**config.mk**
```make
export PLATFORM = sky130hd
export DESIGN_NAME = cluster_system
export DESIGN_NICKNAME = d
export VERILOG_FILES = /design/src/cluster_pkg.sv /design/src/ring_spill.sv /design/src/req_fork_tree.sv /design/src/vector_slice.sv /design/src/dispatch_ctrl.sv /design/src/cluster_system.sv
export SDC_FILE = /design/constraint.sdc
export NUM_CORES = 1
export LEC_CHECK = 0
export ABC_AREA = 1
export BUFFER_PORTS_ARGS = -buffer_cell sky130_fd_sc_hd__buf_2
export CAP_MARGIN = 20
export CORE_MARGIN = 2
export CORE_UTILIZATION = 45
export DETAILED_ROUTE_END_ITERATION = 12
export SLEW_MARGIN = 40
export SYNTH_ARGS = -nofsm -noshare
export SYNTH_HDL_FRONTEND = slang
export SYNTH_SLANG_ARGS = --single-unit
```
**constraint.sdc**
```tcl
create_clock -name clk_i -period 10.5 [get_ports clk_i]
set_input_delay 0 -clock clk_i [delete_from_list [all_inputs] [get_ports clk_i]]
set_output_delay 0 -clock clk_i [all_outputs]
set_load 0.01 [all_outputs]
```
**src/cluster_pkg.sv**
```systemverilog
////////////////////////////////////////
// Shared sizes, types and command formats for the
// vector cluster slice system. Referenced by scoped names
////////////////////////////////////////

package cluster_pkg;

  ////////////////////////////////////////
  // Sizes
  ////////////////////////////////////////

  localparam int NrClusters = 4;
  // Fork tree depth, log2 of the cluster count
  localparam int NrLevels   = 2;
  localparam int ElemWidth  = 32;

  ////////////////////////////////////////
  // Types
  ////////////////////////////////////////

  typedef logic [ElemWidth-1:0] elem_t;
  typedef logic [1:0]           cluster_id_t;

  typedef enum logic [1:0] {
    CMD_WRITE,
    CMD_READ,
    CMD_SLIDE_UP,
    CMD_SLIDE_DOWN
  } cmd_op_e;

  // Host command, broadcast unchanged to every slice
  typedef struct packed {
    cmd_op_e     op;
    cluster_id_t id;
    elem_t       data;
  } cmd_t;

  typedef struct packed {
    elem_t data;
  } rsp_t;

  // Per slice completion, data is zero unless addressed read
  typedef struct packed {
    logic  done;
    elem_t data;
  } ack_t;

  typedef enum logic [1:0] {
    ST_IDLE,
    ST_ISSUE,
    ST_WAIT,
    ST_RESP
  } ctrl_state_e;

endpackage

```
**src/ring_spill.sv**
```systemverilog
////////////////////////////////////////
// Two slot spill register for one ring link.
// Both valid and ready leave from flops
////////////////////////////////////////

module ring_spill (
  input  logic               clk_i,
  input  logic               rst_i,
  input  logic               valid_i,
  input  cluster_pkg::elem_t data_i,
  output logic               ready_o,
  output logic               valid_o,
  output cluster_pkg::elem_t data_o,
  input  logic               ready_i
);

  // Slot a drives the output, slot b catches a stalled push
  cluster_pkg::elem_t a_data_q, b_data_q;
  logic               a_full_q, b_full_q;
  logic               push;
  logic               a_load;

  assign ready_o = !b_full_q;
  assign valid_o = a_full_q;
  assign data_o  = a_data_q;
  assign push    = valid_i && ready_o;
  assign a_load  = push && (!a_full_q || ready_i);

  always_ff @(posedge clk_i) begin
    if (rst_i) begin
      a_full_q <= 1'b0;
      b_full_q <= 1'b0;
    end else if (b_full_q) begin
      // Slot a refills from b, so it stays full
      if (ready_i) b_full_q <= 1'b0;
    end else if (push) begin
      if (a_full_q && !ready_i) b_full_q <= 1'b1;
      else a_full_q <= 1'b1;
    end else if (ready_i) begin
      a_full_q <= 1'b0;
    end
  end

  always_ff @(posedge clk_i) begin
    if (b_full_q && ready_i) begin
      a_data_q <= b_data_q;
    end else if (a_load) begin
      a_data_q <= data_i;
    end
    if (push && a_full_q && !ready_i) begin
      b_data_q <= data_i;
    end
  end

endmodule

```
**src/req_fork_tree.sv**
```systemverilog
////////////////////////////////////////
// Registered binary broadcast tree. One register per level,
// a node frees its slot once every child has its copy
////////////////////////////////////////

module req_fork_tree (
  input  logic                                          clk_i,
  input  logic                                          rst_i,
  input  logic                                          valid_i,
  input  cluster_pkg::cmd_t                             cmd_i,
  output logic                                          ready_o,
  output logic [cluster_pkg::NrClusters-1:0]            valid_o,
  output cluster_pkg::cmd_t [cluster_pkg::NrClusters-1:0] cmd_o,
  input  logic [cluster_pkg::NrClusters-1:0]            ready_i
);

  // Heap numbering, node k feeds ports 2k+1 and 2k+2
  localparam int NrNodes = (1 << cluster_pkg::NrLevels) - 1;
  localparam int NrPorts = NrNodes + cluster_pkg::NrClusters;

  logic              port_valid [NrPorts];
  logic              port_ready [NrPorts];
  cluster_pkg::cmd_t port_cmd   [NrPorts];

  assign port_valid[0] = valid_i;
  assign port_cmd[0]   = cmd_i;
  assign ready_o       = port_ready[0];

  for (genvar k = 0; k < NrNodes; k++) begin : gen_node
    logic              valid_q;
    cluster_pkg::cmd_t cmd_q;
    logic [1:0]        taken_q;
    logic [1:0]        take;
    logic              all_taken;

    for (genvar c = 0; c < 2; c++) begin : gen_child
      assign port_valid[2*k+1+c] = valid_q && !taken_q[c];
      assign port_cmd[2*k+1+c]   = cmd_q;
      assign take[c]             = port_valid[2*k+1+c] && port_ready[2*k+1+c];
    end

    // Children may take their copies in different cycles
    assign all_taken     = &(taken_q | take);
    assign port_ready[k] = !valid_q || all_taken;

    always_ff @(posedge clk_i) begin
      if (rst_i) begin
        valid_q <= 1'b0;
        taken_q <= '0;
      end else if (port_valid[k] && port_ready[k]) begin
        valid_q <= 1'b1;
        taken_q <= '0;
      end else if (valid_q && all_taken) begin
        valid_q <= 1'b0;
        taken_q <= '0;
      end else begin
        taken_q <= taken_q | take;
      end
    end

    always_ff @(posedge clk_i) begin
      if (port_valid[k] && port_ready[k]) begin
        cmd_q <= port_cmd[k];
      end
    end
  end

  // Leaf ports go straight to the slices
  for (genvar j = 0; j < cluster_pkg::NrClusters; j++) begin : gen_leaf
    assign valid_o[j]            = port_valid[NrNodes+j];
    assign cmd_o[j]              = port_cmd[NrNodes+j];
    assign port_ready[NrNodes+j] = ready_i[j];
  end

endmodule

```
**src/vector_slice.sv**
```systemverilog
////////////////////////////////////////
// One cluster slice holding a single vector element.
// Runs write, read and the ring slides, reports done
////////////////////////////////////////

module vector_slice #(
  parameter cluster_pkg::cluster_id_t ClusterId = '0
) (
  input  logic               clk_i,
  input  logic               rst_i,
  input  logic               cmd_valid_i,
  input  cluster_pkg::cmd_t  cmd_i,
  output logic               cmd_ready_o,
  output cluster_pkg::ack_t  ack_o,
  output logic               ring_r_valid_o,
  output cluster_pkg::elem_t ring_r_o,
  input  logic               ring_r_ready_i,
  output logic               ring_l_valid_o,
  output cluster_pkg::elem_t ring_l_o,
  input  logic               ring_l_ready_i,
  input  logic               ring_from_l_valid_i,
  input  cluster_pkg::elem_t ring_from_l_i,
  output logic               ring_from_l_ready_o,
  input  logic               ring_from_r_valid_i,
  input  cluster_pkg::elem_t ring_from_r_i,
  output logic               ring_from_r_ready_o
);

  cluster_pkg::elem_t elem_q, rx_q, rx_data;
  cluster_pkg::ack_t  ack_q;
  logic busy_q, up_q, send_pend_q, recv_done_q;
  logic accept, hit, is_slide, send_fire, recv_fire, finish;

  assign cmd_ready_o = !busy_q;
  assign accept      = cmd_valid_i && cmd_ready_o;
  assign hit         = (cmd_i.id == ClusterId);
  assign is_slide    = (cmd_i.op == cluster_pkg::CMD_SLIDE_UP) ||
                       (cmd_i.op == cluster_pkg::CMD_SLIDE_DOWN);
  assign ack_o       = ack_q;

  ////////////////////////////////////////
  // Ring handshakes
  ////////////////////////////////////////

  // Slide up sends right and receives from the left
  assign ring_r_valid_o      = busy_q && up_q && send_pend_q;
  assign ring_l_valid_o      = busy_q && !up_q && send_pend_q;
  assign ring_r_o            = elem_q;
  assign ring_l_o            = elem_q;
  assign ring_from_l_ready_o = busy_q && up_q && !recv_done_q;
  assign ring_from_r_ready_o = busy_q && !up_q && !recv_done_q;

  assign send_fire = (ring_r_valid_o && ring_r_ready_i) ||
                     (ring_l_valid_o && ring_l_ready_i);
  assign recv_fire = (ring_from_l_valid_i && ring_from_l_ready_o) ||
                     (ring_from_r_valid_i && ring_from_r_ready_o);
  assign rx_data   = !recv_fire ? rx_q : (up_q ? ring_from_l_i : ring_from_r_i);
  assign finish    = busy_q && (!send_pend_q || send_fire) && (recv_done_q || recv_fire);

  always_ff @(posedge clk_i) begin
    if (rst_i) begin
      busy_q      <= 1'b0;
      up_q        <= 1'b0;
      send_pend_q <= 1'b0;
      recv_done_q <= 1'b0;
      elem_q      <= '0;
      ack_q       <= '0;
    end else begin
      ack_q <= '0;
      if (accept && is_slide) begin
        busy_q      <= 1'b1;
        up_q        <= (cmd_i.op == cluster_pkg::CMD_SLIDE_UP);
        send_pend_q <= 1'b1;
        recv_done_q <= 1'b0;
      end else if (accept) begin
        // Every slice acks, only the addressed one acts
        ack_q.done <= 1'b1;
        if (hit && cmd_i.op == cluster_pkg::CMD_WRITE) elem_q <= cmd_i.data;
        if (hit && cmd_i.op == cluster_pkg::CMD_READ) ack_q.data <= elem_q;
      end else if (busy_q) begin
        if (send_fire) send_pend_q <= 1'b0;
        if (recv_fire) recv_done_q <= 1'b1;
        if (finish) begin
          busy_q     <= 1'b0;
          elem_q     <= rx_data;
          ack_q.done <= 1'b1;
        end
      end
    end
  end

  // Neighbour element parked until our own send is out
  always_ff @(posedge clk_i) begin
    if (recv_fire) rx_q <= rx_data;
  end

endmodule

```
**src/dispatch_ctrl.sv**
```systemverilog
////////////////////////////////////////
// Host command controller. Takes one command at a time,
// pushes it into the fork tree, gathers all cluster
// completions and returns a single response
////////////////////////////////////////

module dispatch_ctrl (
  input  logic                                          clk_i,
  input  logic                                          rst_i,
  input  logic                                          cmd_valid_i,
  input  cluster_pkg::cmd_t                             cmd_i,
  output logic                                          cmd_ready_o,
  output logic                                          rsp_valid_o,
  output cluster_pkg::rsp_t                             rsp_o,
  input  logic                                          rsp_ready_i,
  output logic                                          issue_valid_o,
  output cluster_pkg::cmd_t                             issue_cmd_o,
  input  logic                                          issue_ready_i,
  input  cluster_pkg::ack_t [cluster_pkg::NrClusters-1:0] ack_i
);

  cluster_pkg::ctrl_state_e state_q, state_d;
  cluster_pkg::cmd_t        cmd_q;
  cluster_pkg::elem_t       data_q;
  cluster_pkg::elem_t       ack_data;
  logic [cluster_pkg::NrClusters-1:0] done_q;
  logic [cluster_pkg::NrClusters-1:0] ack_done;
  logic                     cmd_accept;

  assign cmd_ready_o   = (state_q == cluster_pkg::ST_IDLE);
  assign cmd_accept    = cmd_valid_i && cmd_ready_o;
  assign issue_valid_o = (state_q == cluster_pkg::ST_ISSUE);
  assign issue_cmd_o   = cmd_q;
  assign rsp_valid_o   = (state_q == cluster_pkg::ST_RESP);
  assign rsp_o.data    = data_q;

  // Gather the per cluster done pulses and OR the returned data
  always_comb begin
    ack_done = '0;
    ack_data = '0;
    for (int i = 0; i < cluster_pkg::NrClusters; i++) begin
      ack_done[i] = ack_i[i].done;
      if (ack_i[i].done) begin
        ack_data = ack_data | ack_i[i].data;
      end
    end
  end

  ////////////////////////////////////////
  // FSM
  ////////////////////////////////////////

  always_comb begin
    state_d = state_q;
    unique case (state_q)
      cluster_pkg::ST_IDLE:  if (cmd_valid_i) state_d = cluster_pkg::ST_ISSUE;
      cluster_pkg::ST_ISSUE: if (issue_ready_i) state_d = cluster_pkg::ST_WAIT;
      // All sticky bits set, response goes out next cycle
      cluster_pkg::ST_WAIT:  if (&done_q) state_d = cluster_pkg::ST_RESP;
      cluster_pkg::ST_RESP:  if (rsp_ready_i) state_d = cluster_pkg::ST_IDLE;
      default:               state_d = cluster_pkg::ST_IDLE;
    endcase
  end

  always_ff @(posedge clk_i) begin
    if (rst_i) begin
      state_q <= cluster_pkg::ST_IDLE;
      done_q  <= '0;
    end else begin
      state_q <= state_d;
      if (cmd_accept) begin
        done_q <= '0;
      end else begin
        done_q <= done_q | ack_done;
      end
    end
  end

  // Command and response payload
  always_ff @(posedge clk_i) begin
    if (cmd_accept) begin
      cmd_q  <= cmd_i;
      data_q <= '0;
    end else begin
      data_q <= data_q | ack_data;
    end
  end

endmodule

```
**src/cluster_system.sv**
```systemverilog
////////////////////////////////////////
// Top of the cluster slice system. Host port, controller,
// broadcast tree, four slices and the bidirectional ring
////////////////////////////////////////

module cluster_system (
  input  logic              clk_i,
  input  logic              rst_i,
  input  logic              cmd_valid_i,
  input  cluster_pkg::cmd_t cmd_i,
  output logic              cmd_ready_o,
  output logic              rsp_valid_o,
  output cluster_pkg::rsp_t rsp_o,
  input  logic              rsp_ready_i
);

  localparam int N = cluster_pkg::NrClusters;

  logic              issue_valid, issue_ready;
  cluster_pkg::cmd_t issue_cmd;

  logic [N-1:0]              leaf_valid, leaf_ready;
  cluster_pkg::cmd_t [N-1:0] leaf_cmd;
  cluster_pkg::ack_t [N-1:0] ack;

  // Slice side and spill side of each ring link
  logic               r_valid [N], r_ready [N], r_cut_valid [N], r_cut_ready [N];
  logic               l_valid [N], l_ready [N], l_cut_valid [N], l_cut_ready [N];
  cluster_pkg::elem_t r_data [N], r_cut_data [N], l_data [N], l_cut_data [N];

  dispatch_ctrl dispatch_ctrl_inst (
    .clk_i         (clk_i),
    .rst_i         (rst_i),
    .cmd_valid_i   (cmd_valid_i),
    .cmd_i         (cmd_i),
    .cmd_ready_o   (cmd_ready_o),
    .rsp_valid_o   (rsp_valid_o),
    .rsp_o         (rsp_o),
    .rsp_ready_i   (rsp_ready_i),
    .issue_valid_o (issue_valid),
    .issue_cmd_o   (issue_cmd),
    .issue_ready_i (issue_ready),
    .ack_i         (ack)
  );

  req_fork_tree req_fork_tree_inst (
    .clk_i   (clk_i),
    .rst_i   (rst_i),
    .valid_i (issue_valid),
    .cmd_i   (issue_cmd),
    .ready_o (issue_ready),
    .valid_o (leaf_valid),
    .cmd_o   (leaf_cmd),
    .ready_i (leaf_ready)
  );

  ////////////////////////////////////////
  // Slices and ring links
  ////////////////////////////////////////

  for (genvar i = 0; i < N; i++) begin : gen_cluster
    localparam int Prev = (i + N - 1) % N;
    localparam int Next = (i + 1) % N;

    vector_slice #(
      .ClusterId (cluster_pkg::cluster_id_t'(i))
    ) vector_slice_inst (
      .clk_i               (clk_i),
      .rst_i               (rst_i),
      .cmd_valid_i         (leaf_valid[i]),
      .cmd_i               (leaf_cmd[i]),
      .cmd_ready_o         (leaf_ready[i]),
      .ack_o               (ack[i]),
      .ring_r_valid_o      (r_valid[i]),
      .ring_r_o            (r_data[i]),
      .ring_r_ready_i      (r_ready[i]),
      .ring_l_valid_o      (l_valid[i]),
      .ring_l_o            (l_data[i]),
      .ring_l_ready_i      (l_ready[i]),
      // Left neighbour's right link, right neighbour's left link
      .ring_from_l_valid_i (r_cut_valid[Prev]),
      .ring_from_l_i       (r_cut_data[Prev]),
      .ring_from_l_ready_o (r_cut_ready[Prev]),
      .ring_from_r_valid_i (l_cut_valid[Next]),
      .ring_from_r_i       (l_cut_data[Next]),
      .ring_from_r_ready_o (l_cut_ready[Next])
    );

    ring_spill spill_r_inst (
      .clk_i   (clk_i),
      .rst_i   (rst_i),
      .valid_i (r_valid[i]),
      .data_i  (r_data[i]),
      .ready_o (r_ready[i]),
      .valid_o (r_cut_valid[i]),
      .data_o  (r_cut_data[i]),
      .ready_i (r_cut_ready[i])
    );

    ring_spill spill_l_inst (
      .clk_i   (clk_i),
      .rst_i   (rst_i),
      .valid_i (l_valid[i]),
      .data_i  (l_data[i]),
      .ready_o (l_ready[i]),
      .valid_o (l_cut_valid[i]),
      .data_o  (l_cut_data[i]),
      .ready_i (l_cut_ready[i])
    );
  end

endmodule

```
# Yosys cells after proc, flatten, opt, wreduce, memory -nomap -nowiden
# Cells that the tools add are included.
[word_totals]
mem_bits_rw = 0
reg_bits = 1123
output_inout_bits = 34
latchBits = 0
wordCells = 571
in_bits = 40
memories = 0
mem_bits_ro = 0
[classes]
addsub = 0
order_cmp = 0
n_div = 0
eq_ne = 32
shifts = 0
mux = 155
n_reduce_logical = 271
multipliers = 0
bitwise = 28
[ops]
columns = ["op", "n"]
rows = [
  ["32-bit 2-to-1 mux", 44],
  ["32-bit OR", 4],
  ["1-bit logical AND", 117],
  ["1-bit 2-to-1 mux", 106],
  ["2-bit nonzero test", 35],
  ["1-bit logical NOT", 49],
  ["3-bit AND reduction", 16],
  ["2-bit != test, second input constant", 18],
  ["1-bit logical OR", 29],
  ["4-bit AND reduction", 6],
  ["1-bit NOT", 20],
  ["2-bit == test, second input constant", 8],
  ["4-bit OR reduction", 4],
  ["2-bit OR reduction", 5],
  ["3-bit OR reduction", 3],
  ["2-bit by 1-bit == test with 1-bit output, second input constant", 4],
  ["2-bit logical NOT", 4],
  ["2-bit 2-to-1 mux", 4],
  ["2-bit one-hot mux with 4 select lines", 1],
  ["2-bit OR", 3],
  ["2-bit AND reduction", 3],
  ["2-bit by 1-bit != test with 1-bit output, second input constant", 2],
  ["4-bit OR", 1],
]

# Logic depth before layout (Yosys ltp)
# Gate-level depths: netlist of the first run.
[depth]
depth_word = 12
depth_mapped = 12
ltp_nobuf = 11

# Cells and area by module
# From an unflattened synthesis of the first run, not the netlist that was laid out.
[unflattened]
cells_unflattened = 4714
hier_area_um2 = 48290.1
[modules_own_cells]
columns = ["mod", "seq_area_each_um2", "cells_each", "area_per_inst_um2", "n_inst"]
rows = [
  ["ring_spill", 1961.9, 192, 2623.8, 8],
  ["vector_slice (gen_cluster[1].vector_slice_inst ...)", 2342.2, 660, 4953.5, 2],
  ["vector_slice (gen_cluster[0].vector_slice_inst)", 2342.2, 659, 4951.0, 1],
  ["vector_slice (gen_cluster[3].vector_slice_inst)", 2342.2, 659, 4948.5, 1],
  ["req_fork_tree", 3423.3, 243, 4210.3, 1],
  ["dispatch_ctrl", 1841.8, 297, 3283.1, 1],
]

# Worst setup path before layout of the first run
# OpenSTA, ideal clock, no wires.
[synth_timing]
path_kind = "register to register"
from = "reg gen_cluster[3].vector_slice_inst.up_q"
to = "reg gen_cluster[2].spill_r_inst.a_data_q[0], enable pin"
path_buffers = 2
synth_period_minus_slack_ps = 3786
arrival_time_ps = 3316
path_slack_ps = 6714
required_time_ps = 10030
setup_time_ps = 470
path_stages_with_launch = 7
cell_sequence = "dfxtp_1 buf_2 nand2_1 nor2_1 nand2_1 clkbuf_1 a21boi_0"
[synth_between]
elab_chain_cells = 5
elab_cells_between_ends = 6
classes_between = "reduce/logical: 6"
[synth_rtl]
columns = ["element", "line_no", "source"]
rows = [
  ["start: declaration", "vector_slice.sv:31", "logic busy_q, up_q, send_pend_q, recv_done_q;"],
  ["start signal: assignment", "vector_slice.sv:72", "up_q <= (cmd_i.op == cluster_pkg::CMD_SLIDE_UP);"],
  ["1-bit logical AND (*) (2 in series)", "vector_slice.sv:50", "assign ring_from_l_ready_o = busy_q && up_q && !recv_done_q;"],
  ["1-bit logical OR", "ring_spill.sv:27", "assign a_load = push && (!a_full_q || ready_i);"],
  ["1-bit logical AND", "ring_spill.sv:27", ""],
  ["2-bit nonzero test (no source line) (*)", "n/a", ""],
  ["end signal: assignment", "ring_spill.sv:46", "a_data_q <= b_data_q;"],
  ["end signal: assignment", "ring_spill.sv:48", "a_data_q <= data_i;"],
  ["end: declaration", "ring_spill.sv:18", "cluster_pkg::elem_t a_data_q, b_data_q;"],
]
# Every way passes the cells marked *; elsewhere a longest branch is shown, timed or not.
# A chain may end at the register's enable or synchronous reset.

# Worst setup path in the final report of the first run
[layout_timing]
from = "reg gen_cluster[2].vector_slice_inst.up_q"
to = "reg gen_cluster[2].vector_slice_inst.elem_q[1]"
[layout_between]
elab_chain_cells = 10
elab_cells_between_ends = 24
classes_between = "mux: 5; reduce/logical: 19"
[layout_rtl]
columns = ["element", "line_no", "source"]
rows = [
  ["start: declaration", "vector_slice.sv:31", ""],
  ["start signal: assignment", "vector_slice.sv:72", ""],
  ["1-bit logical NOT", "vector_slice.sv:47, vector_slice.sv:51", ""],
  ["1-bit logical AND", "vector_slice.sv:47, vector_slice.sv:51", ""],
  ["1-bit logical AND", "vector_slice.sv:47", "assign ring_l_valid_o = busy_q && !up_q && send_pend_q;"],
  ["1-bit logical AND", "vector_slice.sv:54", "(ring_l_valid_o && ring_l_ready_i);"],
  ["1-bit logical OR", "vector_slice.sv:53", "assign send_fire = (ring_r_valid_o && ring_r_ready_i) ||"],
  ["1-bit logical OR", "vector_slice.sv:58", "assign finish = busy_q && (!send_pend_q || send_fire) && (recv_done_q || recv_fire);"],
  ["1-bit logical AND (2 in series)", "vector_slice.sv:58", ""],
  ["2-bit nonzero test (no source line)", "n/a", ""],
  ["4-bit AND reduction (no source line)", "n/a", ""],
  ["end signal: assignment", "vector_slice.sv:78", "if (hit && cmd_i.op == cluster_pkg::CMD_WRITE) elem_q <= cmd_i.data;"],
  ["end signal: assignment", "vector_slice.sv:85", "elem_q <= rx_data;"],
  ["end: declaration", "vector_slice.sv:29", "cluster_pkg::elem_t elem_q, rx_q, rx_data;"],
]
# Several ways; a longest one is shown, not always the timed one. The select of a mux whose other input is x is not followed.

==> results.rst, run 1 <==
.. list-table::
   :header-rows: 1

   * - Metric
     - Value
   * - Min-Delay Startpoint
     - cmd_i[22]
   * - Top library cells by usage in the layout, fill and taps aside
     - 946 x nor2_1, 784 x edfxtp_1, 354 x o21ai_0, 334 x dfxtp_1, 330 x a21oi_1
   * - Slew at the pin with the worst max-slew slack
     - 887 ps
   * - Detailed-route via count
     - 29.4k
   * - Leading cell type in the layout, fill and taps excluded
     - nor2_1
   * - Final critical-path required period
     - 3820 ps
   * - RSZ-0062 raised after global routing
     - no
   * - Final hold violations
     - 0
   * - Filler Cell Count
     - 8,128
   * - Maximum clock rate
     - 0.262 GHz
   * - Largest vdd supply drop
     - 0.134 mV
   * - Initial standard-cell utilization of the core
     - 45.5%
   * - Routed wire length
     - 130,000 um
   * - Overall die width
     - 312 um
   * - Reg2reg start
     - gen_cluster[2].vector_slice_inst.up_q$_SDFFE_PP0P_
   * - Largest fanout of any net on the critical path
     - 76
   * - Fraction of the yosys area taken by sequential cells
     - 71.0%
   * - Number of remaining DRC errors
     - 0
   * - Post-Synthesis Cell Area
     - 0.0427 mm^2
   * - Number of cells on the worst hold path
     - 2
   * - Area leader, netlist
     - edfxtp_1
   * - Hold Crit Class
     - in2reg
   * - Detailed Routing Iterations Pass 1
     - 6
   * - Mapped Avg Cell Area
     - 11.3 um^2
   * - Crit path launch type
     - flip-flop
   * - Number of enable-type register cells in the synthesized netlist
     - 784
   * - Max stage delay cell, worst path
     - dfxtp_1
   * - Count of state elements after synthesis
     - 1,123
   * - Total CTS buffers
     - 113
   * - Row count
     - 112
   * - Portion of synthesized cell area occupied by the leading cell type
     - 55.1%
   * - Core footprint
     - 0.0937 mm^2
   * - Synthesized net count
     - 3,831
   * - Vert. Die Dim
     - 312 um
   * - Most numerous cell on the critical path
     - nor2_1
   * - Final TNS setup
     - 0 ps
   * - Data required time at the worst endpoint
     - 11,090 ps
   * - Grt total ovfl
     - 0
   * - Ys Warns
     - 0
   * - Number of standard cells after synthesis
     - 3,787
   * - DR WL/cell
     - 24.9 um
   * - Result of the run
     - finished, final reports clean
   * - WP data arrival
     - 4410 ps
   * - Global-route wire length before repair
     - 189,000 um
   * - Static Leak
     - 17.8 nW
   * - Number of nets at the end of the flow
     - 3,924
   * - First-iteration detailed-routing DRC count
     - 3,758
   * - Die area
     - 0.0974 mm^2
   * - Leading cell types by total area after synthesis
     - edfxtp_1 55%, dfxtp_1 16%, nor2_1 8.4%
   * - Crit Path Category
     - reg2reg
   * - Largest incremental delay on the critical path
     - 820 ps
   * - Number of setup buffers added after CTS
     - 0
   * - Sinks on the clock net
     - 1,123
   * - TritonCTS clock tree
     - done
   * - Setup WS post-layout
     - 6680 ps
   * - Number of different library cells in the post-synthesis netlist
     - 33
   * - Count of final setup violators
     - 0
   * - Nature of the critical path endpoint
     - flip-flop
   * - Register-to-register setup slack
     - 6680 ps
   * - Clock latency on the worst-skew pair
     - 710 ps
   * - Number of routed nets with antenna violations
     - 0
   * - Combined global-route utilization of all metal layers
     - 26.5%
   * - PD cells
     - 215 mW/mm^2
   * - Reg2Reg Depth
     - 11
   * - Post-DR vias/cell
     - 5.62
   * - Final HPWL from detailed placement
     - 78,100 um
   * - Area growth from synthesis to layout
     - 14.9%
   * - Root Buffer Master
     - clkbuf_16
   * - Clock slew at reported path FFs
     - 60 ps
   * - Reg-to-reg critical path endpoint
     - gen_cluster[2].vector_slice_inst.ring_l_o[1]$_SDFFE_PP0P_
   * - End of the worst hold path
     - dispatch_ctrl_inst.issue_cmd_o[22]$_DFFE_PP_
   * - H-tree lvl count
     - 3
   * - Maximum number of pins on one net before global-route repair
     - 87
   * - Number of violations of the max-capacitance limit
     - 0
   * - Top FF cell, synth
     - edfxtp_1
   * - Share of cells above drive strength 1
     - 9.47%
   * - Fraction of synthesis flops using an asynchronous set or reset pin
     - 0%
   * - Vias in the first global route
     - 27.7k
   * - Max-slew headroom at the worst pin
     - 40.9%
   * - Total of buffers placed on input and output ports
     - 73
   * - Clock Path Buffers
     - 3
   * - Number of antenna violations at the first check in global routing
     - 4
   * - Placer's final routability congestion estimate
     - 0.847
   * - Pre-CTS setup slack
     - 6540 ps
   * - Cell Chain, Critical Path
     - buf_4 -> nand2_1 -> nor2_1 -> nand2_1 -> nand2_8 -> buf_4 -> o21ai_0 -> o211ai_1 -> o21ai_0 -> nor2_1 -> nor2_1
   * - Ratio of final minimum period to clock period
     - 36.4%
   * - I/O Pins
     - 74
   * - Pins over their slew limit
     - 0
   * - Setup clock skew after layout
     - 29.5 ps
[power breakdown]
| part | internal (mW) | switching, mW |
|---|---|---|
| Sequential | 5.00 | 0.133 |
| Combinational | 0.264 | 0.912 |
| Clock | 2.48 | 1.75 |
[cells in the mapped netlist, drive strengths merged, types with 2 or more instances]
cell and n:
nor2 954, edfxtp 784, o21ai 396, dfxtp 339, a21oi 331, inv 251
nand2 154, clkbuf 139, o211ai 130, o21a 128, buf 86, a41oi 32
nand3 23, a22oi 7, nor3 7, nand4 5, clkinv 4, ha 4
or2 4, a21boi 2, o32ai 2, or3 2
[how the worst max path moves through the flow]
stage | end | depth (start not counted) | slack, ps | start
global route | gen_cluster[1].vector_slice_inst.ring_l_o[12]$_SDFFE_PP0P_ | 11 | 6360 | gen_cluster[1].vector_slice_inst.up_q$_SDFFE_PP0P_
finish | gen_cluster[2].vector_slice_inst.ring_l_o[1]$_SDFFE_PP0P_ | 11 | 6680 | gen_cluster[2].vector_slice_inst.up_q$_SDFFE_PP0P_
floorplan | gen_cluster[2].spill_r_inst.data_o[0]$_DFFE_PP_ | 6 | 6710 | gen_cluster[3].vector_slice_inst.up_q$_SDFFE_PP0P_
CTS | gen_cluster[2].vector_slice_inst.ring_l_o[1]$_SDFFE_PP0P_ | 11 | 6540 | gen_cluster[2].vector_slice_inst.up_q$_SDFFE_PP0P_
global placement | gen_cluster[2].vector_slice_inst.ring_l_o[1]$_SDFFE_PP0P_ | 11 | 6580 | gen_cluster[2].vector_slice_inst.up_q$_SDFFE_PP0P_
detailed placement | gen_cluster[2].vector_slice_inst.ring_l_o[1]$_SDFFE_PP0P_ | 11 | 6540 | gen_cluster[2].vector_slice_inst.up_q$_SDFFE_PP0P_
[cell type report]
class | instances | area [um^2] | share of cell area, %
Clock buffer | 161 | 3240 | 6.61
Timing Repair Buffer | 203 | 1550 | 3.17
Multi-Input combinational cell | 2184 | 10700 | 21.8
Inverter | 255 | 968 | 1.97
Sequential cell | 1123 | 30300 | 61.9
Antenna cell | 4 | 10.0 | 0.0204
Tap cell | 1254 | 1570 | 3.20
Clock inverter | 54 | 671 | 1.37
[flip-flops by register name, indices dropped and copies added (netlist names), 6 cells and up]
signal                                  cells
req_fork_tree_inst.cmd_o                   72
dispatch_ctrl_inst.issue_cmd_o             36
req_fork_tree_inst.gen_node.taken_q         6
gen_cluster.spill_r_inst.data_o           128
gen_cluster.spill_l_inst.data_o           128
gen_cluster.vector_slice_inst.ack_o       132
gen_cluster.vector_slice_inst.rx_q        128
gen_cluster.vector_slice_inst.ring_l_o    128
gen_cluster.spill_r_inst.b_data_q         128
gen_cluster.spill_l_inst.b_data_q         128
dispatch_ctrl_inst.rsp_o                   32
req_fork_tree_inst.gen_node.cmd_q          36
[routing by layer]
| layer | share of wire (%) | routed length, um | track usage, % | vias to the layer above |
|---|---|---|---|---|
| met5 | 0 | 0 | 0 | - |
| met4 | 1.9 | 2410 | 5.79 | 0 |
| met3 | 11 | 14800 | 6.33 | 176 |
| met2 | 43 | 56100 | 39.0 | 1374 |
| met1 | 44 | 57200 | 39.8 | 14500 |
| li1 | - | - | - | 13400 |
[worst max-delay path, delay by kind of cell (launching register included)]
family / cells / cell delay (ps)
compound gates: 3 / 590
buf+inv: 2 / 1120
flops: 1 / 820
simple gates: 6 / 1150
[metrics by stage]
step	power (mW)	util [%]	instances	instance area [um^2]	hold WS, ps
after CTS	10.6	52.3	5234	49000	0.695
final	10.5	52.3	5238	49000	28.2
after detailed placement	6.35	47.4	4955	44500	178
after floorplan	5.80	-	3787	42700	98.9
after global routing	10.9	52.3	5234	49000	15.2
after global placement	6.33	47.3	4949	44300	178
[cells by family (layout without fill, tap and decap cells)]
logic type,after synthesis,in the layout,share of synthesized area (%)
flip-flops,1123,1123,71.0
AND/OR/NAND/NOR,1150,1150,10.4
other,0,4,0
buffers and inverters,480,673,4.52
AO/OA/AOI/OAI,1030,1030,13.9
adder cells (fa/ha/maj),4,4,0.117
[timing repair]
item / in CTS / in global routing
resized for setup: 0 / 0
endpoints found under the hold margin: 80 / 0
hold buffers: 64 / 0
No activity file was read; power rests on OpenSTA's default activity.
==> inputs of run 2 (changes only) <==
==> constraint.sdc (replaced) <==
create_clock -name clk_i -period 3.1 [get_ports clk_i]
set_input_delay 0 -clock clk_i [delete_from_list [all_inputs] [get_ports clk_i]]
set_output_delay 0 -clock clk_i [all_outputs]
set_load 0.01 [all_outputs]
==> results.rst, run 2 (synthesis gave the netlist of run 1 again) <==
.. list-table::
   :header-rows: 1

   * - Metric
     - Value
   * - Detailed Routing Iterations Pass 1
     - 5 (was 6)
   * - Crit Path Category
     - reg2reg (unchanged)
   * - Vias in the first global route
     - 27.6k (was 27.7k)
   * - Final critical-path required period
     - 2580 ps (was 3820 ps)
   * - WP data arrival
     - 3160 ps (was 4410 ps)
   * - Max reg flops
     - 132 (unchanged)
   * - Combined global-route utilization of all metal layers
     - 26.2% (was 26.5%)
   * - Total CTS buffers
     - 114 (was 113)
   * - Number of remaining DRC errors
     - 0 (unchanged)
   * - Count of final setup violators
     - 0 (unchanged)
   * - Post-DR vias/cell
     - 5.58 (was 5.62)
   * - Crit path launch type
     - flip-flop (unchanged)
   * - Placer's final routability congestion estimate
     - 0.849 (was 0.847)
   * - DR WL/cell
     - 24.6 um (was 24.9 um)
   * - Max-slew headroom at the worst pin
     - 44.0% (was 40.9%)
   * - Slew at the pin with the worst max-slew slack
     - 841 ps (was 887 ps)
   * - Static Leak
     - 17.9 nW (was 17.8 nW)
   * - RSZ-0062 raised after global routing
     - no (unchanged)
   * - PD cells
     - 718 mW/mm^2 (was 215 mW/mm^2)
   * - Setup clock skew after layout
     - 33.1 ps (was 29.5 ps)
   * - Data required time at the worst endpoint
     - 3680 ps (was 11,090 ps)
   * - Final TNS setup
     - 0 ps (unchanged)
   * - Pins over their slew limit
     - 0 (unchanged)
   * - Clock Path Buffers
     - 3 (unchanged)
   * - Largest vdd supply drop
     - 0.514 mV (was 0.134 mV)
   * - Detailed-route via count
     - 29.3k (was 29.4k)
   * - Initial standard-cell utilization of the core
     - 45.5% (unchanged)
   * - Clock latency on the worst-skew pair
     - 700 ps (was 710 ps)
   * - Leading cell type in the layout, fill and taps excluded
     - nor2_1 (unchanged)
   * - Routed wire length
     - 129,000 um (was 130,000 um)
   * - Sinks on the clock net
     - 1,123 (unchanged)
   * - Total of buffers placed on input and output ports
     - 73 (unchanged)
   * - Filler Cell Count
     - 8,126 (was 8,128)
   * - Number of nets at the end of the flow
     - 3,940 (was 3,924)
   * - Maximum number of pins on one net before global-route repair
     - 129 (was 87)
   * - Multi-input gate area
     - 0.0107 mm^2 (about the same)
   * - Core footprint
     - 0.0937 mm^2 (unchanged)
   * - Vert. Die Dim
     - 312 um (unchanged)
   * - Largest fanout of any net on the critical path
     - 128 (was 76)
   * - Setup WS post-layout
     - 522 ps (was 6680 ps)
   * - Global-route wire length before repair
     - 186,000 um (was 189,000 um)
   * - Row count
     - 112 (unchanged)
   * - Nature of the critical path endpoint
     - flip-flop (unchanged)
   * - Grt total ovfl
     - 0 (unchanged)
   * - Overall die width
     - 312 um (unchanged)
   * - H-tree lvl count
     - 3 (unchanged)
   * - TritonCTS clock tree
     - done (unchanged)
   * - Antenna cells
     - 0 (was 4)
   * - Sequential Area
     - 0.0303 mm^2 (about the same)
   * - Post-cts gate resize count
     - 0 (unchanged)
   * - Final hold slack
     - 28.1 ps (was 28.2 ps)
   * - Top library cells by usage in the layout, fill and taps aside
     - 946 x nor2_1, 784 x edfxtp_1, 354 x o21ai_0, 332 x dfxtp_1, 330 x a21oi_1 (was 946 x nor2_1, 784 x edfxtp_1, 354 x o21ai_0, 334 x dfxtp_1, 330 x a21oi_1)
   * - Post-place instance area
     - 0.0448 mm^2 (was 0.0445 mm^2)
   * - Share of cells above drive strength 1
     - 9.78% (was 9.47%)
   * - Result of the run
     - finished, final reports clean (unchanged)
   * - Final hold violations
     - 0 (unchanged)
   * - Hold Crit Class
     - in2reg (unchanged)
   * - First-iteration detailed-routing DRC count
     - 3,212 (was 3,758)
   * - Cell area after layout
     - 0.0492 mm^2 (was 0.0490 mm^2)
   * - Maximum clock rate
     - 0.388 GHz (was 0.262 GHz)
   * - Area growth from synthesis to layout
     - 15.1% (was 14.9%)
   * - Clock slew at reported path FFs
     - 60 ps (about the same)
   * - Ratio of final minimum period to clock period
     - 83.2% (was 36.4%)
   * - Number of antenna violations at the first check in global routing
     - 3 (was 4)
   * - Root Buffer Master
     - clkbuf_16 (unchanged)
   * - Number of violations of the max-capacitance limit
     - 0 (unchanged)
   * - I/O Pins
     - 74 (unchanged)
   * - Die area
     - 0.0974 mm^2 (unchanged)
   * - Pre-CTS setup slack
     - 612 ps (was 6540 ps)
   * - Number of routed nets with antenna violations
     - 0 (unchanged)
   * - Final HPWL from detailed placement
     - 81,300 um (was 78,100 um)
## run 2: cell types whose count changed in the layout (fill, tap and decap cells not counted), sizes merged
| cell | delta |
|---|---|
| bufinv | -3 |
| clkbuf | -6 |
| inv | +1 |
| dlygate4sd3 | -2 |
| clkinvlp | -4 |
| buf | +17 |
| clkinv | +14 |
| diode | -4 |
## run 2: path summary, 6_finish.rpt
kind / startpoint / endpoint / slack [ps] / depth (start not counted)
setup / recovery: gen_cluster[3].vector_slice_inst.busy_q$_SDFFE_PP0P_ / gen_cluster[3].vector_slice_inst.ring_l_o[17]$_SDFFE_PP0P_ / 520 / 10
hold / removal: cmd_i[19] / dispatch_ctrl_inst.issue_cmd_o[19]$_DFFE_PP_ / 30 / 2
hold reg to reg: dispatch_ctrl_inst.issue_cmd_o[11]$_DFFE_PP_ / req_fork_tree_inst.gen_node[0].cmd_q[11]$_DFFE_PP_ / 420 / 0
setup reg to reg: gen_cluster[3].vector_slice_inst.busy_q$_SDFFE_PP0P_ / gen_cluster[3].vector_slice_inst.ring_l_o[17]$_SDFFE_PP0P_ / 520 / 10
## run 2: area by class of cell
cell class / count / share of cell area (%)
clock buffer: 155 / 6.47
sequential: 1123 / 61.7
timing repair buffer: 218 / 3.75
clock inverter: 62 / 1.20
tap: 1254 / 3.19
multi-input combinational: 2184 / 21.7
inverter: 255 / 1.98
## run 2: repair_timing
action / in CTS / in global routing
endpoints found under the hold margin: 77 / 0
hold buffers: 62 / 0
setup buffers: 0 / 0
endpoints found under the setup margin: 0 / 0
## run 2: critical path, stage by stage, from the launching register on
cell and delay, ps:
dfxtp_1 490, inv_2 110, nor3_2 240, nand2_1 140
nand2_4 90, buf_12 420, o21ai_0 260, o211ai_1 290
o21ai_0 170, nor2_1 120, nor2_1 50
## run 2: through the flow
stage / cells / total power [mW] / util, %
after global routing: 5251 / 36.4 / 52.4
final: 5251 / 35.3 / 52.4
after floorplan: 3787 / 19.6 / -
after global placement: 4972 / 21.6 / 47.7
after detailed placement: 4972 / 21.6 / 47.7
after CTS: 5251 / 35.4 / 52.4
## run 2: power by group
part           internal (mW)  switching (mW)  total, mW
combinational          0.916            3.00       3.92
sequential              16.9           0.548       17.5
clock                   8.02            5.84       13.9
total                   25.9            9.39       35.3
## run 2: per-layer routing
| layer | track usage [%] | up-vias | wire (um) |
|---|---|---|---|
| met4 | 7.56 | 0 | 3590 |
| li1 | - | 13400 | - |
| met5 | 0 | - | 0 |
| met1 | 37.4 | 14300 | 55100 |
| met3 | 6.76 | 213 | 14100 |
| met2 | 39.6 | 1414 | 56500 |
